==> src/verilog/iconnect_pkg.sv <==
// Shared widths, address map, response codes and request types, imported by every block
`default_nettype none

package iconnect_pkg;

   // ---------------------------------------------------------------------
   // Widths and address map
   // ---------------------------------------------------------------------
   localparam int DMEM_AWIDTH  = 32;              // Byte address
   localparam int DMEM_DWIDTH  = 32;              // Data word
   localparam int XBUS_CREDITS = 2;               // Requests in flight on the bus
   localparam int XBUS_CNT_W   = $clog2(XBUS_CREDITS + 1);
   localparam int XBUS_PTR_W   = (XBUS_CREDITS > 1) ? $clog2(XBUS_CREDITS) : 1;

   // Page that selects the machine timer
   localparam logic [DMEM_AWIDTH-9:0] TIMER_PAGE = 24'hF0_0000;

   // Timer register index within the page
   localparam logic [5:0] TMR_REG_CTRL     = 6'd0;  // Bit 0 enables counting
   localparam logic [5:0] TMR_REG_MTIME_LO = 6'd1;
   localparam logic [5:0] TMR_REG_MTIME_HI = 6'd2;
   localparam logic [5:0] TMR_REG_CMP_LO   = 6'd3;
   localparam logic [5:0] TMR_REG_CMP_HI   = 6'd4;

   // ---------------------------------------------------------------------
   // Encodings
   // ---------------------------------------------------------------------
   typedef enum logic {
      DMEM_CMD_RD = 1'b0,
      DMEM_CMD_WR = 1'b1
   } dmem_cmd_e;

   typedef enum logic [1:0] {
      DMEM_WIDTH_BYTE  = 2'b00,
      DMEM_WIDTH_HWORD = 2'b01,
      DMEM_WIDTH_WORD  = 2'b10
   } dmem_width_e;

   typedef enum logic [1:0] {
      DMEM_RESP_NOTRDY = 2'b00,                   // Still waiting
      DMEM_RESP_RDY_OK = 2'b01,
      DMEM_RESP_RDY_ER = 2'b10
   } dmem_resp_e;

   typedef enum logic {
      TGT_TIMER = 1'b0,
      TGT_XBUS  = 1'b1
   } dmem_target_e;

   // ---------------------------------------------------------------------
   // Address views and bundles
   // ---------------------------------------------------------------------
   typedef struct packed {
      logic [DMEM_AWIDTH-9:0] page;
      logic [7:0]             offset;
   } dmem_bus_addr_t;                             // Router view

   typedef struct packed {
      logic [DMEM_AWIDTH-9:0] page;
      logic [5:0]             reg_idx;
      logic [1:0]             byte_sel;
   } dmem_tmr_addr_t;                             // Timer register view

   typedef union packed {
      dmem_bus_addr_t bus;
      dmem_tmr_addr_t tmr;
   } dmem_addr_u;

   typedef struct packed {
      dmem_cmd_e              cmd;
      dmem_width_e            width;
      dmem_addr_u             addr;
      logic [DMEM_DWIDTH-1:0] wdata;
   } dmem_req_t;

   typedef struct packed {
      dmem_resp_e             resp;
      logic [DMEM_DWIDTH-1:0] rdata;
   } dmem_rsp_t;

   // Core port toward the arbiter
   typedef struct packed {
      logic         valid;
      dmem_target_e target;
      dmem_req_t    req;
   } port_req_t;

endpackage : iconnect_pkg

`default_nettype wire
==> src/verilog/dual_core_iconnect.sv <==
// Top level of the dual-core data interconnect joining core ports, arbiter and timer
`timescale 1ns/1ps
`default_nettype none

module dual_core_iconnect import iconnect_pkg::*; (
   input  logic        core_clk_i,         // Core clock, also the timer tick
   input  logic        arst_n_i,           // Async reset, active low

   // Core 0 data memory
   input  logic        core0_req_valid_i,
   input  dmem_req_t   core0_req_i,
   output logic        core0_req_ack_o,
   output dmem_rsp_t   core0_rsp_o,

   // Core 1 data memory
   input  logic        core1_req_valid_i,
   input  dmem_req_t   core1_req_i,
   output logic        core1_req_ack_o,
   output dmem_rsp_t   core1_rsp_o,

   // External bus
   output logic        xbus_req_valid_o,
   output dmem_req_t   xbus_req_o,
   input  logic        xbus_rsp_valid_i,
   input  dmem_rsp_t   xbus_rsp_i,

   // Timer to both cores
   output logic [63:0] timer_val_o,
   output logic        timer_irq_o
);

   // ---------------------------------------------------------------------
   // Internal links
   // ---------------------------------------------------------------------
   port_req_t port0_req;                   // Port 0 toward arbiter
   port_req_t port1_req;
   logic      port0_grant;
   logic      port1_grant;
   dmem_rsp_t port0_rsp;
   dmem_rsp_t port1_rsp;
   logic      tmr_req_valid;               // Arbiter to timer
   dmem_req_t tmr_req;
   dmem_rsp_t tmr_rsp;

   dmem_core_port u_port0 (
      .core_clk_i       (core_clk_i        ),
      .arst_n_i         (arst_n_i          ),
      .core_req_valid_i (core0_req_valid_i ),
      .core_req_i       (core0_req_i       ),
      .core_req_ack_o   (core0_req_ack_o   ),
      .core_rsp_o       (core0_rsp_o       ),
      .arb_req_o        (port0_req         ),
      .arb_grant_i      (port0_grant       ),
      .arb_rsp_i        (port0_rsp         )
   );

   dmem_core_port u_port1 (
      .core_clk_i       (core_clk_i        ),
      .arst_n_i         (arst_n_i          ),
      .core_req_valid_i (core1_req_valid_i ),
      .core_req_i       (core1_req_i       ),
      .core_req_ack_o   (core1_req_ack_o   ),
      .core_rsp_o       (core1_rsp_o       ),
      .arb_req_o        (port1_req         ),
      .arb_grant_i      (port1_grant       ),
      .arb_rsp_i        (port1_rsp         )
   );

   dmem_arbiter u_arbiter (
      .core_clk_i       (core_clk_i        ),
      .arst_n_i         (arst_n_i          ),
      .port0_req_i      (port0_req         ),
      .port1_req_i      (port1_req         ),
      .port0_grant_o    (port0_grant       ),
      .port1_grant_o    (port1_grant       ),
      .port0_rsp_o      (port0_rsp         ),
      .port1_rsp_o      (port1_rsp         ),
      .tmr_req_valid_o  (tmr_req_valid     ),
      .tmr_req_o        (tmr_req           ),
      .tmr_rsp_i        (tmr_rsp           ),
      .xbus_req_valid_o (xbus_req_valid_o  ),   // Straight to the pins
      .xbus_req_o       (xbus_req_o        ),
      .xbus_rsp_valid_i (xbus_rsp_valid_i  ),
      .xbus_rsp_i       (xbus_rsp_i        )
   );

   dmem_timer u_timer (
      .core_clk_i       (core_clk_i        ),
      .arst_n_i         (arst_n_i          ),
      .tmr_req_valid_i  (tmr_req_valid     ),
      .tmr_req_i        (tmr_req           ),
      .tmr_rsp_o        (tmr_rsp           ),
      .timer_val_o      (timer_val_o       ),
      .timer_irq_o      (timer_irq_o       )
   );

endmodule : dual_core_iconnect

`default_nettype wire

==> src/verilog/dmem_timer.sv <==
// Memory-mapped machine timer with mtime, mtimecmp and compare interrupt on the core clock
`timescale 1ns/1ps
`default_nettype none

module dmem_timer import iconnect_pkg::*; (
   input  logic        core_clk_i,
   input  logic        arst_n_i,

   // Register access from the arbiter
   input  logic        tmr_req_valid_i,
   input  dmem_req_t   tmr_req_i,
   output dmem_rsp_t   tmr_rsp_o,          // Registered answer

   output logic [63:0] timer_val_o,        // Current mtime
   output logic        timer_irq_o
);

   logic                   enable_q;
   logic [63:0]            mtime_q;
   logic [63:0]            mtimecmp_q;
   dmem_resp_e             resp_q;
   logic [DMEM_DWIDTH-1:0] rdata_q;
   logic [5:0]             idx;            // Register index
   logic                   idx_ok;
   logic                   acc_ok;         // Legal word access
   logic                   wr_en;
   logic [DMEM_DWIDTH-1:0] reg_rd;
   logic [DMEM_DWIDTH-1:0] wdata;

   assign idx   = tmr_req_i.addr.tmr.reg_idx;
   assign wdata = tmr_req_i.wdata;

   // ---------------------------------------------------------------------
   // Decode and read mux
   // ---------------------------------------------------------------------
   always_comb begin
      idx_ok = 1'b1;
      case (idx)
         TMR_REG_CTRL:     reg_rd = {{(DMEM_DWIDTH-1){1'b0}}, enable_q};
         TMR_REG_MTIME_LO: reg_rd = mtime_q[31:0];
         TMR_REG_MTIME_HI: reg_rd = mtime_q[63:32];
         TMR_REG_CMP_LO:   reg_rd = mtimecmp_q[31:0];
         TMR_REG_CMP_HI:   reg_rd = mtimecmp_q[63:32];
         default: begin
            reg_rd = '0;
            idx_ok = 1'b0;                     // Hole in the map
         end
      endcase
   end

   // Word only and aligned
   assign acc_ok = idx_ok & (tmr_req_i.width == DMEM_WIDTH_WORD) &
                   (tmr_req_i.addr.tmr.byte_sel == 2'b00);
   assign wr_en  = tmr_req_valid_i & acc_ok & (tmr_req_i.cmd == DMEM_CMD_WR);

   // ---------------------------------------------------------------------
   // Registers
   // ---------------------------------------------------------------------
   always_ff @(posedge core_clk_i or negedge arst_n_i) begin
      if (!arst_n_i) begin
         enable_q   <= 1'b0;
         mtime_q    <= '0;
         mtimecmp_q <= '1;                     // No compare hit out of reset
         resp_q     <= DMEM_RESP_NOTRDY;
      end else begin
         if (enable_q) begin
            mtime_q <= mtime_q + 64'd1;        // Counts core clocks
         end
         if (wr_en) begin
            case (idx)
               TMR_REG_CTRL:     enable_q   <= wdata[0];
               TMR_REG_MTIME_LO: mtime_q    <= {mtime_q[63:32], wdata};
               TMR_REG_MTIME_HI: mtime_q    <= {wdata, mtime_q[31:0]};
               TMR_REG_CMP_LO:   mtimecmp_q <= {mtimecmp_q[63:32], wdata};
               TMR_REG_CMP_HI:   mtimecmp_q <= {wdata, mtimecmp_q[31:0]};
               default: ;
            endcase
         end
         if (!tmr_req_valid_i) begin
            resp_q <= DMEM_RESP_NOTRDY;
         end else begin
            resp_q <= acc_ok ? DMEM_RESP_RDY_OK : DMEM_RESP_RDY_ER;
         end
      end
   end

   // Read data captured with the request
   always_ff @(posedge core_clk_i) begin
      if (tmr_req_valid_i) begin
         rdata_q <= acc_ok ? reg_rd : '0;
      end
   end

   assign tmr_rsp_o   = '{resp: resp_q, rdata: rdata_q};
   assign timer_val_o = mtime_q;
   assign timer_irq_o = enable_q & (mtime_q >= mtimecmp_q);   // Level until cmp moves

endmodule : dmem_timer

`default_nettype wire

==> src/verilog/dmem_arbiter.sv <==
// Round-robin arbiter between two core ports with bus credits and in-order response routing
`timescale 1ns/1ps
`default_nettype none

module dmem_arbiter import iconnect_pkg::*; (
   input  logic      core_clk_i,
   input  logic      arst_n_i,

   // Core ports
   input  port_req_t port0_req_i,
   input  port_req_t port1_req_i,
   output logic      port0_grant_o,
   output logic      port1_grant_o,
   output dmem_rsp_t port0_rsp_o,
   output dmem_rsp_t port1_rsp_o,

   // Machine timer
   output logic      tmr_req_valid_o,
   output dmem_req_t tmr_req_o,
   input  dmem_rsp_t tmr_rsp_i,           // One cycle after the request

   // External bus, credit based
   output logic      xbus_req_valid_o,
   output dmem_req_t xbus_req_o,
   input  logic      xbus_rsp_valid_i,    // Also returns one credit
   input  dmem_rsp_t xbus_rsp_i
);

   port_req_t             req_a [2];
   dmem_rsp_t             rsp_a [2];
   logic [1:0]            elig;             // Valid and target can take it
   logic [1:0]            grant;
   logic                  sel;              // Winning port
   port_req_t             win;
   logic                  rr_last_q;        // Last port served
   logic                  tmr_send;
   logic                  xbus_send;
   logic                  tmr_port_q;       // Owner of the timer answer
   logic [XBUS_CNT_W-1:0] credit_q;
   logic                  tag_mem [XBUS_CREDITS];  // Port of each bus access in flight
   logic [XBUS_PTR_W-1:0] wr_ptr_q;
   logic [XBUS_PTR_W-1:0] rd_ptr_q;
   logic                  xbus_port;        // Tag at queue head

   function automatic logic [XBUS_PTR_W-1:0] ptr_inc(input logic [XBUS_PTR_W-1:0] p);
      return (p == XBUS_PTR_W'(XBUS_CREDITS - 1)) ? '0 : p + 1'b1;
   endfunction

   assign req_a[0] = port0_req_i;
   assign req_a[1] = port1_req_i;

   // ---------------------------------------------------------------------
   // Grant
   // ---------------------------------------------------------------------
   always_comb begin
      for (int i = 0; i < 2; i++) begin
         // Bus requests wait for a credit, timer never stalls
         elig[i] = req_a[i].valid &
                   ((req_a[i].target == TGT_TIMER) | (credit_q != '0));
      end
      grant[0] = elig[0] & (~elig[1] | rr_last_q);   // Tie goes to the other port
      grant[1] = elig[1] & (~elig[0] | ~rr_last_q);
   end

   assign sel           = grant[1];
   assign win           = req_a[sel];
   assign port0_grant_o = grant[0];
   assign port1_grant_o = grant[1];

   assign tmr_send  = (|grant) & (win.target == TGT_TIMER);
   assign xbus_send = (|grant) & (win.target == TGT_XBUS);

   assign tmr_req_valid_o  = tmr_send;
   assign tmr_req_o        = win.req;
   assign xbus_req_valid_o = xbus_send;
   assign xbus_req_o       = win.req;

   // ---------------------------------------------------------------------
   // Round-robin state, credits and tag queue pointers
   // ---------------------------------------------------------------------
   always_ff @(posedge core_clk_i or negedge arst_n_i) begin
      if (!arst_n_i) begin
         rr_last_q  <= 1'b1;                   // Port 0 wins the first tie
         tmr_port_q <= 1'b0;
         credit_q   <= XBUS_CNT_W'(XBUS_CREDITS);
         wr_ptr_q   <= '0;
         rd_ptr_q   <= '0;
      end else begin
         if (|grant) begin
            rr_last_q <= sel;
         end
         if (tmr_send) begin
            tmr_port_q <= sel;
         end
         // Spend on send, refund on answer
         credit_q <= credit_q - XBUS_CNT_W'(xbus_send) + XBUS_CNT_W'(xbus_rsp_valid_i);
         if (xbus_send) begin
            wr_ptr_q <= ptr_inc(wr_ptr_q);
         end
         if (xbus_rsp_valid_i) begin
            rd_ptr_q <= ptr_inc(rd_ptr_q);     // Bus answers in order
         end
      end
   end

   always_ff @(posedge core_clk_i) begin
      if (xbus_send) begin
         tag_mem[wr_ptr_q] <= sel;
      end
   end

   assign xbus_port = tag_mem[rd_ptr_q];

   // ---------------------------------------------------------------------
   // Response routing
   // ---------------------------------------------------------------------
   always_comb begin
      for (int i = 0; i < 2; i++) begin
         rsp_a[i].resp  = DMEM_RESP_NOTRDY;
         rsp_a[i].rdata = xbus_rsp_i.rdata;
         if ((tmr_rsp_i.resp != DMEM_RESP_NOTRDY) && (tmr_port_q == 1'(i))) begin
            rsp_a[i] = tmr_rsp_i;
         end else if (xbus_rsp_valid_i && (xbus_port == 1'(i))) begin
            rsp_a[i] = xbus_rsp_i;
         end
      end
   end

   assign port0_rsp_o = rsp_a[0];
   assign port1_rsp_o = rsp_a[1];

endmodule : dmem_arbiter

`default_nettype wire

==> src/verilog/dmem_core_port.sv <==
// Per-core data request port that decodes the target page and tracks the open access
`timescale 1ns/1ps
`default_nettype none

module dmem_core_port import iconnect_pkg::*; (
   input  logic      core_clk_i,          // Core clock
   input  logic      arst_n_i,            // Async reset, active low

   // Core side
   input  logic      core_req_valid_i,    // Held until ack
   input  dmem_req_t core_req_i,
   output logic      core_req_ack_o,
   output dmem_rsp_t core_rsp_o,

   // Arbiter side
   output port_req_t arb_req_o,
   input  logic      arb_grant_i,
   input  dmem_rsp_t arb_rsp_i
);

   logic         pending_q;               // Granted, answer not yet back
   logic         rsp_done;                // Final code seen this cycle
   dmem_target_e target;

   // ---------------------------------------------------------------------
   // Target decode and offer
   // ---------------------------------------------------------------------
   // Timer owns exactly one page, the rest goes out on the bus
   assign target = (core_req_i.addr.bus.page == TIMER_PAGE) ? TGT_TIMER : TGT_XBUS;

   assign arb_req_o = '{
      valid  : core_req_valid_i & ~pending_q,   // One access at a time
      target : target,
      req    : core_req_i
   };

   assign core_req_ack_o = arb_grant_i;       // Grant implies the offer was up

   // ---------------------------------------------------------------------
   // Pending tracking
   // ---------------------------------------------------------------------
   assign rsp_done = pending_q & (arb_rsp_i.resp != DMEM_RESP_NOTRDY);

   always_ff @(posedge core_clk_i or negedge arst_n_i) begin
      if (!arst_n_i) begin
         pending_q <= 1'b0;
      end else if (arb_grant_i) begin
         pending_q <= 1'b1;                    // Access launched
      end else if (rsp_done) begin
         pending_q <= 1'b0;
      end
   end

   // Answer only reaches the core while its own access is open
   assign core_rsp_o = '{
      resp  : rsp_done ? arb_rsp_i.resp : DMEM_RESP_NOTRDY,
      rdata : arb_rsp_i.rdata
   };

endmodule : dmem_core_port

`default_nettype wire

==> config.mk <==
export PLATFORM = sky130hd
export DESIGN_NAME = dual_core_iconnect
export DESIGN_NICKNAME = d
export VERILOG_FILES = /design/src/verilog/iconnect_pkg.sv /design/src/verilog/dual_core_iconnect.sv /design/src/verilog/dmem_timer.sv /design/src/verilog/dmem_arbiter.sv /design/src/verilog/dmem_core_port.sv
export SDC_FILE = /design/constraint.sdc
export NUM_CORES = 1
export LEC_CHECK = 0
export ABC_AREA = 0
export ABC_CLOCK_PERIOD_IN_PS = 4900
export BUFFER_PORTS_ARGS = -buffer_cell sky130_fd_sc_hd__buf_4
export CORE_MARGIN = 4
export CORE_UTILIZATION = 57
export DETAILED_ROUTE_END_ITERATION = 6
export PLACE_DENSITY_LB_ADDON = 0.12
export SLEW_MARGIN = 25
export SYNTH_ARGS = -nofsm -noshare
export SYNTH_HDL_FRONTEND = slang
export SYNTH_SLANG_ARGS = --single-unit
==> constraint.sdc <==
create_clock -name core_clk_i -period 4.9 [get_ports core_clk_i]
set_clock_uncertainty 0.1 [all_clocks]
set_input_delay 0.49 -clock core_clk_i [delete_from_list [all_inputs] [get_ports core_clk_i]]
set_output_delay 0.49 -clock core_clk_i [all_outputs]
set_load 0.03 [all_outputs]
Yosys cells after proc, flatten, opt, wreduce, memory -nomap -nowiden
Memories as Yosys holds them, arrays and structs flattened.
Cells that the tools add are included.
- register bits after elaboration: 171
- latch bits: 0
- memory bits (writable): 2
- memory bits (read-only): 0
- input port bits: 173
- logic and storage cells: 105
- memories kept: 1
- memories (memory ; words ; width ; rd ports ; clocked after Yosys merged registers in ; wr ports ; RTL line ; source):
    u_arbiter.tag_mem ; 2 ; 1 ; 1 ; 0 ; 1 ; dmem_arbiter.sv:40 ; logic tag_mem [XBUS_CREDITS];
- $add $sub $neg: 5
- multiply operators: 0
- div/mod/pow operators: 0
- order comparisons: 2
- equal/unequal tests: 9
- shift operators: 0
- mux-type cells: 27
- bitwise logic cells: 30
- reduce and logical (&&, ||, !) cells: 17
- operator list (operator ; count):
    64-bit one-hot mux with 2 select lines ; 2
    68-bit two-way mux ; 3
    32-bit one-hot mux with 5 select lines ; 1
    34-bit two-way mux ; 4
    64-bit two-way mux ; 2
    64-bit by 1-bit adder with 64-bit output, second input constant ; 1
    64-bit greater-or-equal comparator ; 1
    24-bit == test, second input constant ; 2
    1-bit bitwise AND ; 15
    6-bit by 2-bit == test with 1-bit output, second input constant ; 2
    2-bit nonzero test ; 6
    1-bit two-way mux ; 11
    1-bit inverter ; 10
    2-bit two-way mux ; 4
    6-bit by 1-bit == test with 1-bit output, second input constant ; 1
    6-bit by 3-bit == test with 1-bit output, second input constant ; 1
    6-bit logical NOT ; 1
    3-bit AND reduction ; 2
    5-bit OR reduction ; 1
    1-bit logical AND ; 4
    2-bit != test, second input constant ; 2
    1-bit OR ; 4
    1-bit adder, second input constant ; 2
    2-bit by 1-bit adder with 2-bit output ; 1
    7 further kinds ; 7

Logic depth before layout (Yosys ltp)
- word-level depth: 18
- gate-level depth with buffers: 11
- depth with buffers taken out: 11

Modules after synthesis
Synthesis repeated with hierarchy kept, for this count alone.
- cells, all modules: 1563
- area total of the unflattened synthesis: 14581.5 µm²
- by module, submodules not included (module ; instances ; cells each ; area an instance (µm²) ; sequential area each (µm²)):
    dmem_timer ; 1 ; 1064 ; 10226.1 ; 4319.1
    dmem_arbiter ; 1 ; 267 ; 2621.3 ; 212.7
    dmem_core_port ; 2 ; 116 ; 867.1 ; 25.0

Least setup slack after synthesis
OpenSTA, ideal clock, no wires.
- kind: register to output
- start point: register u_timer.mtime_q[21] (netlist: u_timer.timer_val_o[21])
- end point: output timer_irq_o
- arrival time: 2.651 ns
- slack: 1.659 ns
- cell stages (with the launch flop): 10
- cells stage by stage: dfrtp_1 -> ha_1 -> o211ai_1 -> o21a_1 -> a31o_2 -> nand3_1 -> a211oi_1 -> o311ai_0 -> a21oi_1 -> a211oi_1
- word-level cells in the longest chain between the ends: 2
- ends and longest elaborated chain (item ; RTL line ; source):
    start, declared ; dmem_timer.sv:19 ; logic [63:0] mtime_q;
    start signal, assigned ; dmem_timer.sv:67 ; mtime_q <= mtime_q + 64'd1;
    start signal, assigned ; dmem_timer.sv:72 ; TMR_REG_MTIME_LO: mtime_q <= {mtime_q[63:32], wdata};
    start signal, assigned ; dmem_timer.sv:73 ; TMR_REG_MTIME_HI: mtime_q <= {wdata, mtime_q[31:0]};
    64-bit greater-or-equal comparator ; dmem_timer.sv:96 ; assign timer_irq_o = enable_q & (mtime_q >= mtimecmp_q);
    1-bit bitwise AND ; dmem_timer.sv:96 ;
    end, declared ; dual_core_iconnect.sv:29 ; output logic timer_irq_o
No other way between the ends.

==> reports/results.tsv <==
metric	value	unit
run status	completed	
most frequent cells in the layout	404 x buf_4, 213 x nand2_1, 103 x inv_1	
setup tns final	0	ps
Slew @ Worst Pin	1010	ps
DRC viols	0	
Avg Cell Area, Syn	8.81	um^2
root buffer cell	clkbuf_16	
Initial DRC Count	1709	
n_diodes	0	
unrepaired setup endpoints after global routing	false	
worst endpoint required time	4310	ps
post-DR wirelength/cell	22.2	um
Netlist Area Pre-Place	12600	um^2
fin nets	2011	
Sw Ratio	35.6	%
Comb pwr share	34.3	%
Synth Flop Type	dfrtp_1	
vias in the first global route	13100	
Final Cycle Share	81.5	%
Reg clk slew, reported paths	70	ps
Clock Path Buffers	2	
internal power	2.82	mW
post-synthesis xor/xnor area fraction	0.907	%
DRT Pass-1 Iters	6	
I/O Pins	376	
Detail Placement HPWL	33800	um
Starting Density	57.7	%
Post-synth EDFFs	34	
std cell rows	54	
CTS resizes	0	
WL final	45900	um
Synth Area in Compound Gates	21.4	%
clock power share	30.5	%
final slew viol count	0	
post-synthesis mux area share	9.21	%
Die Area	24500	um^2
Vias/cell	6.46	
gr usage total	36.6	%
Period minus WS final	3990	ps
maximum net fanout on the critical path	51	
Area Growth Syn to Fin	29.5	%
CTS Buf Count	17	
synthesized flop and latch total	173	
async set-reset flop share out of synthesis	80.3	%
Hold Fails Final Rpt	0	
syn nets	1665	
Die W	156	um
vias	13300	
layout cells sized above 1	34.5	%
Max Freq	250	MHz
CORE AREA	21800	um^2
H-tree depth	4	
Clk Latency, worst-skew pair	440	ps
simple-gate area share of the yosys netlist	18.9	%
initial antenna violation count	1	
post-route ant nets	0	
CP arrival	3400	ps
FILL cells	1652	
GRT Residual Overflow	0	
maxcap violations	0	
Die Height	156	um
largest net degree at the start of global routing	73	
commonest non-fill, non-tap cell in the layout	buf_4	
sequential area share after synthesis	36.5	%
Ys Warns	0	
hold crit path type	in -> reg	
Post-Synth Adder-Cell Area	6.68	%
power share of the sequential group	35.2	%
Max VDD drop	0.226	mV
switching power	1.56	mW
pwr/cell area	269	nW/um^2
Critical Path Source Type	register	
post-synth cell types	89	
Setup CP Type	reg -> out	
main combinational cell family by area after synthesis	compound AO/OA/AOI/OAI gates	
# port buffers	375	
CP Capture Type	output pin	
final setup margin	906	ps
CTS tree	yes	
Leak	7.29	nW
Place WS	948	ps
gp weighted congestion	0.944	
final setup fails	0	
Synth Instances	1425	
Rel. slew slack	32.7	%
sinks on the clock net	173	
global-route wire length before repair	71100	um
[area by class of cell]
type | count | area [um^2] | area share, %
Clock buffer | 19 | 433 | 2.66
Clock inverter | 13 | 133 | 0.816
Inverter | 104 | 390 | 2.40
Multi-Input combinational cell | 1066 | 7230 | 44.5
Sequential cell | 173 | 4580 | 28.2
Tap cell | 280 | 350 | 2.16
Timing Repair Buffer | 409 | 3140 | 19.3
[per-layer routing]
layer,track usage [%],part of all wire [%]
met1,50.5,39
met4,13.7,3.5
met5,0,0
met2,56.9,46
met3,7.85,12
[sequential cells by signal, summed over array words and instances (netlist names)]
register	flops
u_port1.pending_q	1
u_timer.enable_q	1
u_timer.timer_val_o	64
u_timer.resp_q	2
u_arbiter.rr_last_q	1
u_timer.rdata_q	32
u_arbiter.wr_ptr_q	1
u_arbiter.credit_q	2
u_arbiter.tmr_port_q	1
u_arbiter.rd_ptr_q	1
u_timer.mtimecmp_q	64
u_port0.pending_q	1
u_arbiter.tag_mem	2
[worst max-delay path, cell delays in order (launching register included)]
cell,delay (ps)
dfrtp_1,400
nand2b_1,270
and3b_1,310
a21oi_2,150
nor2_4,490
buf_12,400
mux2i_1,590
inv_1,120
buf_4,200
[synthesized netlist by cell type, types with 5 or more instances]
cell type,number,area (um^2)
a21o_1,16,120
clkbuf_1,29,109
ha_1,67,838
dfstp_2,66,1730
nand3b_1,6,45.0
o21ai_0,48,240
a21oi_1,96,480
nor3_1,38,190
a222oi_1,31,310
o32ai_1,6,52.6
nor4_1,15,93.8
a221oi_1,6,52.6
o21a_1,6,45.0
buf_4,5,37.5
a311oi_1,17,149
nand4_1,25,156
xnor2_1,5,43.8
mux2_2,68,766
o21ai_1,29,145
a31oi_1,16,100
and3_1,14,87.6
nand2b_1,5,31.3
edfxtp_1,34,1020
nor2b_1,8,50.1
dfrtp_1,73,1830
mux2i_1,32,320
xor2_1,8,70.1
a211oi_1,13,97.6
nor2_1,96,360
nand3_1,32,160
nand2_1,213,800
a32oi_1,5,43.8
buf_2,42,210
inv_1,103,387
and4_1,9,78.8
and2_1,7,43.8
o22ai_1,11,68.8
a2bb2oi_1,32,280
a31o_2,5,43.8
[power groups by stage]
stage / registers, mW / clock network, mW / logic (mW)
after floorplan: 1.56 / 0 / 0.934
after global routing: 1.54 / 1.41 / 1.59
final: 1.54 / 1.33 / 1.50
after global placement: 1.56 / 0 / 1.47
after CTS: 1.54 / 1.33 / 1.49
after detailed placement: 1.57 / 0 / 1.49
[logic make-up (layout without fill, tap and decap cells)]
logic type | Yosys count | after routing
AND/OR/NAND/NOR | 497 | 497
AO/OA/AOI/OAI | 384 | 384
buffers and inverters | 186 | 545
flip-flops | 173 | 173
multiplexers | 105 | 105
adder cells (fa/ha/maj) | 67 | 67
XOR/XNOR | 13 | 13
[repair_timing]
action | CTS | global route
hold buffers | 0 | 1
setup buffers | 0 | 0
hold endpoints to repair | 0 | 9
[through the flow]
step / hold WS, ps / std cells / utilization [%] / power [mW] / cell area, um^2
2_1_floorplan: 94.4 / 1425 / - / 2.49 / 12600
3_3_place_gp: 371 / 2029 / 71.8 / 3.03 / 15600
3_5_place_dp: 372 / 2029 / 71.8 / 3.05 / 15600
4_1_cts: 135 / 2061 / 74.4 / 4.37 / 16200
5_1_grt: 200 / 2064 / 74.7 / 4.54 / 16300
6_report: 211 / 2064 / 74.7 / 4.37 / 16300
[worst paths after layout]
check / startpoint / endpoint / slack (ps) / cells after the start
hold / removal: xbus_rsp_valid_i / u_arbiter.rd_ptr_q / 210 / 2
setup / recovery: u_port1.pending_q / xbus_req_o[11] / 910 / 8
max in group asynchronous: arst_n_i / u_timer.mtimecmp_q[15] / 3230 / 4
min in group asynchronous: arst_n_i / u_timer.timer_val_o[43] / 400 / 2
setup reg to reg: u_port0.pending_q / u_timer.timer_val_o[25] / 1580 / 9
hold reg to reg: u_timer.mtimecmp_q[3] / u_timer.mtimecmp_q[3] / 390 / 2
No activity file was read; power rests on OpenSTA's default activity.
